[src/logic/lsq_pkg.sv]
// Shared LSQ definitions; SQ_DEPTH must stay a power of two, ids are 4 bits, store ids read as zero
package lsq_pkg;

    //////////////////////////////
    // Sizes

    // Load queue holds one entry per id in flight
    localparam int LQ_DEPTH = 8;
    // Power of two so pointer wrap is free
    localparam int SQ_DEPTH = 4;
    // Slot bits plus one wrap bit
    localparam int SQ_IDX_W = $clog2(SQ_DEPTH) + 1;
    localparam int ID_W = 4;
    // XOR fold of word address bits 31..2
    localparam int HASH_W = 6;

    //////////////////////////////
    // Types

    typedef logic [ID_W-1:0] id_t;
    typedef logic [SQ_IDX_W-1:0] sq_idx_t;

    // Request as issued by the core
    typedef struct packed {
        logic [31:0] addr;
        logic [2:0] fn3;
        logic load;
        logic store;
        logic [3:0] be;
        logic [31:0] data;
        id_t id;
    } lsq_req_t;

    // Load queue entry
    // Collision tag is the store write position seen at accept
    typedef struct packed {
        logic [31:0] addr;
        logic [2:0] fn3;
        id_t id;
        logic store_collision;
        sq_idx_t sq_idx;
    } lq_entry_t;

    // Store queue payload carrying its own data
    typedef struct packed {
        logic [31:0] addr;
        logic [3:0] be;
        logic [31:0] data;
    } sq_entry_t;

    // Request on the data memory port
    typedef struct packed {
        logic [31:0] addr;
        logic we;
        logic [3:0] be;
        logic [31:0] wdata;
        logic [2:0] fn3;
        // Zero for stores
        id_t id;
    } mem_req_t;

endpackage
[src/logic/lsq_unit.sv]
// LSQ top; store_retire pulses one cycle per store, mem port follows valid/ready
module lsq_unit (
    input logic clk,
    input logic rst,
    // Core side
    input lsq_pkg::lsq_req_t req,
    input logic req_valid,
    output logic req_ready,
    input logic store_retire,
    // Memory side
    output lsq_pkg::mem_req_t mem_req,
    output logic mem_valid,
    input logic mem_ready
);
    logic load_valid;
    logic load_pop;
    logic store_valid;
    logic store_pop;
    lsq_pkg::mem_req_t load_req;
    lsq_pkg::mem_req_t store_req;

    // Queues
    load_store_queue lsq (
        .clk(clk),
        .rst(rst),
        .req(req),
        .req_valid(req_valid),
        .req_ready(req_ready),
        .store_retire(store_retire),
        .load_valid(load_valid),
        .load_req(load_req),
        .load_pop(load_pop),
        .store_valid(store_valid),
        .store_req(store_req),
        .store_pop(store_pop)
    );

    // Issue stage
    mem_issue issue (
        .clk(clk),
        .rst(rst),
        .load_valid(load_valid),
        .load_req(load_req),
        .load_pop(load_pop),
        .store_valid(store_valid),
        .store_req(store_req),
        .store_pop(store_pop),
        .mem_req(mem_req),
        .mem_valid(mem_valid),
        .mem_ready(mem_ready)
    );

endmodule

[src/logic/mem_issue.sv]
// One-entry issue register; loads win over stores, request holds while mem_ready is low
module mem_issue (
    input logic clk,
    input logic rst,
    input logic load_valid,
    input lsq_pkg::mem_req_t load_req,
    output logic load_pop,
    input logic store_valid,
    input lsq_pkg::mem_req_t store_req,
    output logic store_pop,
    output lsq_pkg::mem_req_t mem_req,
    output logic mem_valid,
    input logic mem_ready
);
    // Register free now or emptying this edge
    logic can_fill;

    assign can_fill = !mem_valid || mem_ready;

    //////////////////////////////
    // Select

    // Loads first and a store only when no load is ready
    assign load_pop = can_fill && load_valid;
    assign store_pop = can_fill && !load_valid && store_valid;

    //////////////////////////////
    // Output register

    // Payload written only on a pop
    always_ff @(posedge clk) begin
        if (load_pop) begin
            mem_req <= load_req;
        end else if (store_pop) begin
            mem_req <= store_req;
        end
    end

    always_ff @(posedge clk) begin
        if (rst) begin
            mem_valid <= 1'b0;
        end else if (can_fill) begin
            mem_valid <= load_pop || store_pop;
        end
    end

    // Unpopped load waits at the queue head unchanged
    load_held: assert property (@(posedge clk) disable iff (rst)
        (load_valid && !load_pop) |=> (load_valid && $stable(load_req)));

endmodule

[src/logic/load_store_queue.sv]
// Splits requests into load FIFO and store queue; one request per cycle, no flush, no forwarding
module load_store_queue (
    input logic clk,
    input logic rst,
    input lsq_pkg::lsq_req_t req,
    input logic req_valid,
    output logic req_ready,
    input logic store_retire,
    output logic load_valid,
    output lsq_pkg::mem_req_t load_req,
    input logic load_pop,
    output logic store_valid,
    output lsq_pkg::mem_req_t store_req,
    input logic store_pop
);
    logic accept;
    logic lq_valid;
    logic lq_full;
    logic sq_full;
    logic collision;
    logic load_blocked;
    lsq_pkg::sq_idx_t sq_write_idx;
    lsq_pkg::sq_idx_t sq_oldest_idx;
    lsq_pkg::lq_entry_t lq_in;
    lsq_pkg::lq_entry_t lq_out;
    lsq_pkg::sq_entry_t sq_in;
    lsq_pkg::sq_entry_t sq_head;

    //////////////////////////////
    // Accept

    // Either queue full stalls every request
    assign req_ready = !lq_full && !sq_full;
    assign accept = req_valid && req_ready;

    //////////////////////////////
    // Load queue

    // Tag with collision state at accept time
    assign lq_in = '{
        addr: req.addr,
        fn3: req.fn3,
        id: req.id,
        store_collision: collision,
        sq_idx: sq_write_idx
    };

    lsq_fifo #(.DEPTH(lsq_pkg::LQ_DEPTH)) load_fifo (
        .clk(clk),
        .rst(rst),
        .push(accept && req.load),
        .pop(load_pop),
        .data_in(lq_in),
        .data_out(lq_out),
        .valid(lq_valid),
        .full(lq_full)
    );

    //////////////////////////////
    // Store queue

    assign sq_in = '{addr: req.addr, be: req.be, data: req.data};

    store_queue sq_block (
        .clk(clk),
        .rst(rst),
        .push(accept && req.store),
        .entry(sq_in),
        .pop(store_pop),
        .retire(store_retire),
        .load_addr(req.addr),
        .collision(collision),
        .write_idx(sq_write_idx),
        .oldest_idx(sq_oldest_idx),
        .head(sq_head),
        .valid(store_valid),
        .full(sq_full)
    );

    //////////////////////////////
    // Outputs

    // Held until every store older than the load has been popped
    assign load_blocked = lq_out.store_collision && (lq_out.sq_idx != sq_oldest_idx);
    assign load_valid = lq_valid && !load_blocked;

    // Load view without write payload
    assign load_req = '{
        addr: lq_out.addr,
        we: 1'b0,
        be: 4'b0000,
        wdata: 32'h0,
        fn3: lq_out.fn3,
        id: lq_out.id
    };

    // Store view with width carried by byte enables
    assign store_req = '{
        addr: sq_head.addr,
        we: 1'b1,
        be: sq_head.be,
        wdata: sq_head.data,
        fn3: 3'b000,
        id: '0
    };

endmodule

[src/logic/store_queue.sv]
// Store buffer; one push per cycle, retire must follow the push of its store, pops only released
module store_queue (
    input logic clk,
    input logic rst,
    input logic push,
    input lsq_pkg::sq_entry_t entry,
    input logic pop,
    input logic retire,
    input logic [31:0] load_addr,
    output logic collision,
    output lsq_pkg::sq_idx_t write_idx,
    output lsq_pkg::sq_idx_t oldest_idx,
    output lsq_pkg::sq_entry_t head,
    output logic valid,
    output logic full
);
    //////////////////////////////
    // State

    // Payload and address hashes per slot
    lsq_pkg::sq_entry_t entries [lsq_pkg::SQ_DEPTH];
    logic [lsq_pkg::HASH_W-1:0] hashes [lsq_pkg::SQ_DEPTH];

    // Slots between oldest and write
    logic [lsq_pkg::SQ_DEPTH-1:0] occupied;
    logic [lsq_pkg::SQ_DEPTH-1:0] hash_hit;

    // Next store to be released by retire
    lsq_pkg::sq_idx_t release_idx;

    logic [lsq_pkg::SQ_IDX_W-2:0] write_slot;
    logic [lsq_pkg::SQ_IDX_W-2:0] oldest_slot;
    logic [lsq_pkg::HASH_W-1:0] load_hash;

    // Fold word address bits 31..2 down to HASH_W bits
    function automatic logic [lsq_pkg::HASH_W-1:0] addr_hash(input logic [31:0] addr);
        logic [lsq_pkg::HASH_W-1:0] h;
        h = '0;
        for (int i = 2; i < 32; i++) begin
            h[(i - 2) % lsq_pkg::HASH_W] ^= addr[i];
        end
        return h;
    endfunction

    assign write_slot = write_idx[lsq_pkg::SQ_IDX_W-2:0];
    assign oldest_slot = oldest_idx[lsq_pkg::SQ_IDX_W-2:0];

    //////////////////////////////
    // Entry storage

    // Hash taken once at write time
    always_ff @(posedge clk) begin
        if (push) begin
            entries[write_slot] <= entry;
            hashes[write_slot] <= addr_hash(entry.addr);
        end
    end

    //////////////////////////////
    // Pointers

    always_ff @(posedge clk) begin
        if (rst) begin
            write_idx <= '0;
            release_idx <= '0;
            oldest_idx <= '0;
            occupied <= '0;
        end else begin
            if (push) begin
                write_idx <= write_idx + lsq_pkg::sq_idx_t'(1);
            end
            if (retire) begin
                release_idx <= release_idx + lsq_pkg::sq_idx_t'(1);
            end
            if (pop) begin
                oldest_idx <= oldest_idx + lsq_pkg::sq_idx_t'(1);
            end
            // Push and pop never hit the same slot in one cycle
            for (int i = 0; i < lsq_pkg::SQ_DEPTH; i++) begin
                if (pop && (32'(oldest_slot) == i)) begin
                    occupied[i] <= 1'b0;
                end else if (push && (32'(write_slot) == i)) begin
                    occupied[i] <= 1'b1;
                end
            end
        end
    end

    //////////////////////////////
    // Collision check

    assign load_hash = addr_hash(load_addr);

    // Released but unsent stores still count
    always_comb begin
        for (int i = 0; i < lsq_pkg::SQ_DEPTH; i++) begin
            hash_hit[i] = occupied[i] && (hashes[i] == load_hash);
        end
    end

    assign collision = |hash_hit;

    //////////////////////////////
    // Outputs

    assign head = entries[oldest_slot];
    // Oldest store already released
    assign valid = (oldest_idx != release_idx);
    // Same slot with the opposite wrap bit
    assign full = (write_slot == oldest_slot)
        && (write_idx[lsq_pkg::SQ_IDX_W-1] != oldest_idx[lsq_pkg::SQ_IDX_W-1]);

    // Retire pulse needs a stored, unreleased store behind it
    release_behind_write: assert property (@(posedge clk) disable iff (rst)
        retire |-> (release_idx != write_idx));

endmodule

[src/logic/lsq_fifo.sv]
// Load entry FIFO; caller must never push when full or pop when empty, no flush
module lsq_fifo #(
    parameter int DEPTH = lsq_pkg::LQ_DEPTH
) (
    input logic clk,
    input logic rst,
    input logic push,
    input logic pop,
    input lsq_pkg::lq_entry_t data_in,
    output lsq_pkg::lq_entry_t data_out,
    output logic valid,
    output logic full
);
    // Entry storage
    lsq_pkg::lq_entry_t mem [DEPTH];
    logic [$clog2(DEPTH)-1:0] rd_ptr;
    logic [$clog2(DEPTH)-1:0] wr_ptr;
    logic [$clog2(DEPTH+1)-1:0] count;

    // Write side
    always_ff @(posedge clk) begin
        if (push) begin
            mem[wr_ptr] <= data_in;
        end
    end

    // Pointers and occupancy
    always_ff @(posedge clk) begin
        if (rst) begin
            rd_ptr <= '0;
            wr_ptr <= '0;
            count <= '0;
        end else begin
            if (push) begin
                wr_ptr <= (32'(wr_ptr) == DEPTH - 1) ? '0 : wr_ptr + 1'b1;
            end
            if (pop) begin
                rd_ptr <= (32'(rd_ptr) == DEPTH - 1) ? '0 : rd_ptr + 1'b1;
            end
            case ({push, pop})
                2'b10: count <= count + 1'b1;
                2'b01: count <= count - 1'b1;
                default: count <= count;
            endcase
        end
    end

    // Head is always visible
    assign data_out = mem[rd_ptr];
    assign valid = (count != '0);
    assign full = (32'(count) == DEPTH);

    // Overflow and underflow guards
    no_push_full: assert property (@(posedge clk) disable iff (rst) !(push && full));
    no_pop_empty: assert property (@(posedge clk) disable iff (rst) !(pop && !valid));

endmodule

[config.mk]
export PLATFORM = sky130hd
export DESIGN_NAME = lsq_unit
export DESIGN_NICKNAME = d
export VERILOG_FILES = /design/src/logic/lsq_pkg.sv /design/src/logic/lsq_unit.sv /design/src/logic/mem_issue.sv /design/src/logic/load_store_queue.sv /design/src/logic/store_queue.sv /design/src/logic/lsq_fifo.sv
export SDC_FILE = /design/constraint.sdc
export NUM_CORES = 1
export LEC_CHECK = 0
export ABC_AREA = 1
export BUFFER_PORTS_ARGS = -buffer_cell sky130_fd_sc_hd__buf_2
export CORE_UTILIZATION = 33
export CTS_BUF_LIST = sky130_fd_sc_hd__clkbuf_8
export DETAILED_ROUTE_END_ITERATION = 10
export HOLD_SLACK_MARGIN = 0.06
export SLEW_MARGIN = 30
export SYNTH_ARGS = -nofsm -noshare
export SYNTH_HDL_FRONTEND = slang
export SYNTH_SLANG_ARGS = --single-unit
[constraint.sdc]
create_clock -name clk -period 15.3 [get_ports clk]
set_input_delay 0.765 -clock clk [delete_from_list [all_inputs] [get_ports clk]]
set_output_delay 0.765 -clock clk [all_outputs]
set_load 0.005 [all_outputs]
==> metrics.txt, run 1 <==
drt wl/cell=19.7 µm; IO buf count=159; Synth area leaders=edfxtp_1, nand2_1, dfxtp_1; Ports=160; class of the worst hold path=in -> reg; crit end category=flop; placeable core region=0.0868 mm²; overall power=5.39 mW; Power Density=163 mW/mm²; gp weighted congestion=0.757; WL final=71.8 mm; Initial Util=33.3%; fin crit period=4.34 ns; TritonCTS sink count=745; GR Util All Layers=16.1%; synthesized cell area=0.0289 mm²; synth unique cells=30; final period utilization=28.4%; maxcap violations=0; full die area=0.0888 mm²; CP delay by family, top=buffers and inverters; count leader, synth=edfxtp_1; Mapped Avg Cell Area=13.0 µm²; Total Nets Final=2,494; # placed instances=3,432; Worst slew margin=33.1%; setup total negative slack=0 ns; slowest CP cell=buf_4; total CTS buffers=116; CTS max path bufs=3; initial antenna violation count=13; hold_buf cts=0; Synth area leader=edfxtp_1; leakage power=12.1 nW; status=completed; Filler cells=8,265; Worst-Skew Late Latency=0.74 ns; Site Rows=108; Via density=5.03; setup violators final=0; Setup Skew=0.0442 ns; layout cells sized above 1=14.8%; Post-synth top cells=edfxtp_1, nand2_1, o21ai_0; setup bufs post-CTS=0; CP Class=reg -> reg; GRT overflow=0; drt first pass iters=5; DRC Markers=0; number of synthesized flops with an enable pin=679; Data required, critical path=15.87 ns; critical-path maximum fanout=59; pin count of the biggest net entering global routing=97; via count=18,400; global-route wire length before repair=110 mm; internal reg-to-reg setup slack=10.96 ns; Worst VDD drop=87.8 µV; Hold Violations, Final=0; vias in the first global route=18,400; CP Buf/Inv Count=4; CP arrival=4.91 ns; async set-reset flop share out of synthesis=0%; synthesized flop and latch total=745; Final Non-Filler Cells=3,654; startpoint types=flop; clock root buffer=clkbuf_8; Seq/Total Area, Yosys=75.1%; RSZ-0062 raised after global routing=false; Final Slew Violations=0; Die Span X=298 µm; Layout area overhead=14.6%; Worst Max-Slew Pin Slew=1.00 ns; yosys warns=0; Clk pin slew, worst setup/hold paths=0.07 ns; HPWL Detailed=39.8 mm; CTS tree=yes; Die H=298 µm; H-tree levels=3; Largest stage delay, worst path=0.70 ns; syn nets=2,318; CP Cell Sequence=inv_2 -> buf_4 -> nand3_1 -> nand3_1 -> nand3_1 -> nand2_1 -> nand3_2 -> nand2_2 -> nand2_2 -> nand3_4 -> buf_4 -> inv_2 -> nand2_1 -> nand2_1; Yosys top cell area share=70.5%; gate count after technology mapping=2,220; Gates resized, CTS repair=0; post-route ant nets=0; Initial DRC Count=1,432; FMAX=0.230 GHz; Top FF cell, synth=edfxtp_1
cell families (layout without fill, tap and decap cells):
group	count (synthesis)	after routing	share of synthesized area (%)
simple gates	689	689	9.38
fa+ha+maj	16	16	0.692
buf+inv	219	495	3.15
xor+xnor	33	33	1.00
mux	1	1	0.0519
other cells	0	3	0
flops	745	745	75.1
compound gates	517	517	10.6
final cells by class:
cell class | count | area, µm² | area share (%)
sequential | 745 | 21700 | 65.6
clock buffer | 123 | 1690 | 5.11
multi-input combinational | 1256 | 6380 | 19.3
timing repair buffer | 188 | 1040 | 3.15
inverter | 89 | 342 | 1.03
clock inverter | 95 | 502 | 1.51
tap | 1155 | 1450 | 4.36
antenna | 3 | 7.51 | 0.0227
report_power, final:
group | switching [mW] | internal, mW | total [mW]
logic | 0.872 | 0.378 | 1.25
registers | 0.113 | 2.46 | 2.57
clock network | 0.770 | 0.796 | 1.57
total | 1.75 | 3.63 | 5.39
per-stage QoR:
stage | hold slack [ns] | utilization [%] | setup WS [ns] | area (µm²)
floorplan | 0.447 | - | 10.42 | 28900
global placement | 0.451 | 35.6 | 10.92 | 30900
detailed placement | 0.454 | 35.6 | 10.93 | 30900
CTS | 0.189 | 38.2 | 10.90 | 33100
global route | 0.186 | 38.2 | 10.62 | 33100
finish | 0.254 | 38.2 | 10.96 | 33100
cells in the final DEF (no fill, tap or decap), drive strengths merged:
master,n
a21oi,177
a221oi,64
a22oi,2
a32o,32
buf,188
bufinv,3
clkbuf,123
clkinv,50
clkinvlp,3
dfxtp,66
diode,3
edfxtp,679
ha,16
inv,128
mux2,1
nand2,444
nand3,69
nand3b,2
nand4,4
nor2,168
nor3,2
o21ai,197
o221ai,7
o22ai,38
xnor2,14
xor2,19
worst paths after layout:
check,from,endpoint,depth (start not counted)
max,flop,issue.mem_req[11],14
min,req[29],lsq.sq_block.entries[1][25],1
max reg2reg,flop,issue.mem_req[11],14
min reg2reg,issue.mem_req[37],issue.mem_req[37],2
registers in the layout, indices dropped and copies added, names as in the netlist, named ones only:
signal / flops
lsq.load_fifo.wr_ptr: 3
lsq.load_fifo.mem: 344
lsq.sq_block.oldest_idx: 3
lsq.sq_block.hashes: 24
lsq.sq_block.entries: 272
issue.mem_valid: 1
lsq.sq_block.occupied: 4
lsq.sq_block.write_idx: 3
issue.mem_req: 76
lsq.load_fifo.count: 4
lsq.sq_block.release_idx: 3
lsq.load_fifo.rd_ptr: 3
routing by layer:
layer	up-vias	wire (µm)	GRT usage (%)
li1	8469	-	-
met1	9135	30100	20.6
met2	608	34500	26.5
met3	129	5830	4.86
met4	22	1280	4.05
met5	-	128	0
No activity file was read; power rests on OpenSTA's default activity.
==> run 2: changes to the inputs <==
clock period = 3.8 ns   (was 15.3 ns; I/O delays follow)
==> run 2 against run 1 <==
  * Flip-flop and latch count stayed put
  * Worst hold slack worse by 0.053 ns
  * Register-to-register slack worse by 11 ns
  * Cell area up 3.4%
  * Critical path type unchanged
  * Critical endpoint is now lsq.load_fifo.count[3]
  * Clock skew is 0.0073 ns lower
  * Via count is 1.4% higher
  * Largest cell class unchanged
==> metrics.txt, run 2 (synthesized netlist as in run 1, its figures left out) <==
status=completed (unchanged); leakage power=12.6 nW (was 12.1 nW); startpoint types=flop (unchanged); placeable core region=0.0868 mm² (unchanged); internal reg-to-reg setup slack=0.40 ns (was 10.96 ns); Power Density=651 mW/mm² (was 163 mW/mm²); combinational power share=23.8% (was 23.2%); hold path depth=2 (was 1); Filler cells=8,199 (was 8,265); Flop pwr share=46.0% (was 47.7%); Initial DRC Count=1,421 (was 1,432); full die area=0.0888 mm² (unchanged); initial antenna violation count=3 (was 13); GR Util All Layers=16.1% (about the same); footprint of the multi-input gates=0.00638 mm² (unchanged); CP Class=reg -> reg (unchanged); Worst Max-Slew Pin Slew=0.927 ns (was 1.00 ns); Layout area overhead=18.6% (was 14.6%); final core utilization=39.5% (was 38.2%); Worst-Skew Late Latency=0.74 ns (about the same); DRC Markers=0 (unchanged); critical-path maximum fanout=44 (was 59); Net Switching=7.19 mW (was 1.75 mW); Clk pin slew, worst setup/hold paths=0.06 ns (was 0.07 ns); Worst slew margin=38.2% (was 33.1%); Register Area=0.0217 mm² (unchanged); fin crit period=3.40 ns (was 4.34 ns); Clk network pwr share=30.3% (was 29.1%); overall power=22.3 mW (was 5.39 mW); Final Slew Violations=0 (unchanged); gp weighted congestion=0.828 (was 0.757); Via density=4.97 (was 5.03); pre-CTS setup slack=0.417 ns (was 10.93 ns); Net Sw Frac=32.2% (was 32.6%); CTS max path bufs=3 (unchanged); Internal=15.1 mW (was 3.63 mW); layout cells sized above 1=15.1% (was 14.8%); setup bufs post-CTS=0 (unchanged); Ports=160 (unchanged); setup violators final=0 (unchanged); drt first pass iters=5 (unchanged); class of the worst hold path=in -> reg (unchanged); GRT overflow=0 (unchanged); Initial Util=33.3% (unchanged); post-route ant nets=0 (unchanged); final period utilization=89.4% (was 28.4%); Worst VDD drop=633 µV (was 87.8 µV); drt wl/cell=19.3 µm (was 19.7 µm); maxcap violations=0 (unchanged); Die Span X=298 µm (unchanged); largest register by flop count=lsq.load_fifo.mem (unchanged); Hold Violations, Final=0 (unchanged); Data required, critical path=4.40 ns (was 15.87 ns); clock root buffer=clkbuf_8 (unchanged); Setup Skew=0.0369 ns (was 0.0442 ns); Largest register FFs=344 (unchanged); IO buf count=159 (unchanged); reg2reg end=lsq.load_fifo.count[3] (was issue.mem_req[11]); R2R depth=16 (was 14); RSZ-0062 raised after global routing=false (unchanged); top flop regs=lsq.load_fifo.mem (344), lsq.sq_block.entries (272), issue.mem_req (76) (unchanged); total CTS buffers=114 (was 116); leading cell type in the layout, fill and taps excluded=edfxtp_1 (unchanged); WHS Endpoint=lsq.sq_block.entries[3][19] (was lsq.sq_block.entries[1][25]); crit end category=flop (unchanged); slack of the critical path=0.404 ns (was 10.96 ns); CTS tree=yes (unchanged); FMAX=0.294 GHz (was 0.230 GHz); pin count of the biggest net entering global routing=95 (was 97); TritonCTS sink count=745 (unchanged); most frequent cells in the layout=edfxtp_1, nand2_1, o21ai_0 (unchanged); Total Nets Final=2,593 (was 2,494); via count=18,600 (was 18,400); WL final=72.3 mm (was 71.8 mm); CP arrival=3.99 ns (was 4.91 ns); HPWL Detailed=42.5 mm (was 39.8 mm); Die H=298 µm (unchanged); Site Rows=108 (unchanged); vias in the first global route=19,100 (was 18,400); Worst Min Path Start=req[23] (was req[29]); H-tree levels=3 (unchanged); global-route wire length before repair=111 mm (was 110 mm)
==> run 2: cell types whose count changed in the layout (fill, tap and decap cells not counted), sizes merged, moves of 2 or more <==
| cell | before | now |
|---|---|---|
| buf | 188 | 206 |
| inv | 128 | 130 |
| bufinv | 3 | 9 |
| clkinv | 50 | 33 |
| clkinvlp | 3 | 5 |
| dlygate4sd3 | 0 | 83 |
==> run 2: cell type report <==
| class | count | share of cell area [%] |
|---|---|---|
| sequential | 745 | 63.4 |
| multi-input combinational | 1256 | 18.6 |
| timing repair buffer | 289 | 5.93 |
| clock buffer | 122 | 4.90 |
| tap | 1155 | 4.22 |
| clock inverter | 88 | 1.94 |
| inverter | 89 | 1.00 |
| antenna | 2 | 0.0146 |
==> run 2: per-stage QoR <==
stage / std cells / area, µm² / hold WS (ns) / TNS, ns
after global routing: 3745 / 34300 / 0.165 / 0
after CTS: 3744 / 34300 / 0.116 / 0
after detailed placement: 3451 / 31100 / 0.409 / 0
after global placement: 3451 / 31100 / 0.400 / 0
final: 3746 / 34300 / 0.201 / 0
after floorplan: 2220 / 28900 / 0.280 / -242.41
==> run 2: worst max-delay path by stage <==
stage	from	end	slack (ns)
after floorplan	lsq.sq_block.write_idx[0]	lsq.sq_block.entries[0][0]	-1.08
after global placement	flop	lsq.load_fifo.count[2]	0.62
after detailed placement	flop	lsq.load_fifo.count[3]	0.42
after CTS	flop	lsq.load_fifo.count[3]	0.37
after global routing	flop	lsq.load_fifo.count[3]	0.12
final	flop	lsq.load_fifo.count[3]	0.40
==> run 2: critical path, cell delays in order, from the launching register on <==
cell      delay, ns
dfxtp_2        0.34
buf_4          0.46
nand3_1        0.15
nand3_1        0.13
nand3_1        0.10
nand2_1        0.10
nand3_2        0.07
nand2_2        0.10
nand3_2        0.12
inv_4          0.32
ha_1           0.30
xor2_1         0.26
nand3b_1       0.15
a21oi_1        0.13
o21ai_0        0.14
o21ai_0        0.31
a21oi_1        0.08
==> run 2: routing by layer <==
layer / vias to the layer above / part of all wire (%) / routed length, µm / GRT usage (%)
li1: 8663 / - / - / -
met1: 9298 / 43 / 31100 / 20.8
met2: 535 / 49 / 35100 / 26.9
met3: 129 / 6.3 / 4550 / 3.59
met4: 2 / 2.1 / 1530 / 4.76
met5: - / 0.018 / 13 / 0
==> run 2: power groups by stage <==
stage / Clock, mW / Combinational [mW] / Sequential, mW
floorplan: 0 / 3.27 / 10.4
global placement: 0 / 5.14 / 10.4
detailed placement: 0 / 5.28 / 10.4
CTS: 6.94 / 5.39 / 10.3
global route: 7.28 / 5.90 / 10.3
finish: 6.76 / 5.31 / 10.3
==> run 2: repair_timing <==
item | 4_1_cts | 5_1_grt
hold endpoints to repair | 607 | 0
resized for setup | 0 | 2
endpoints found under the setup margin | 0 | 1
hold buffers | 83 | 0
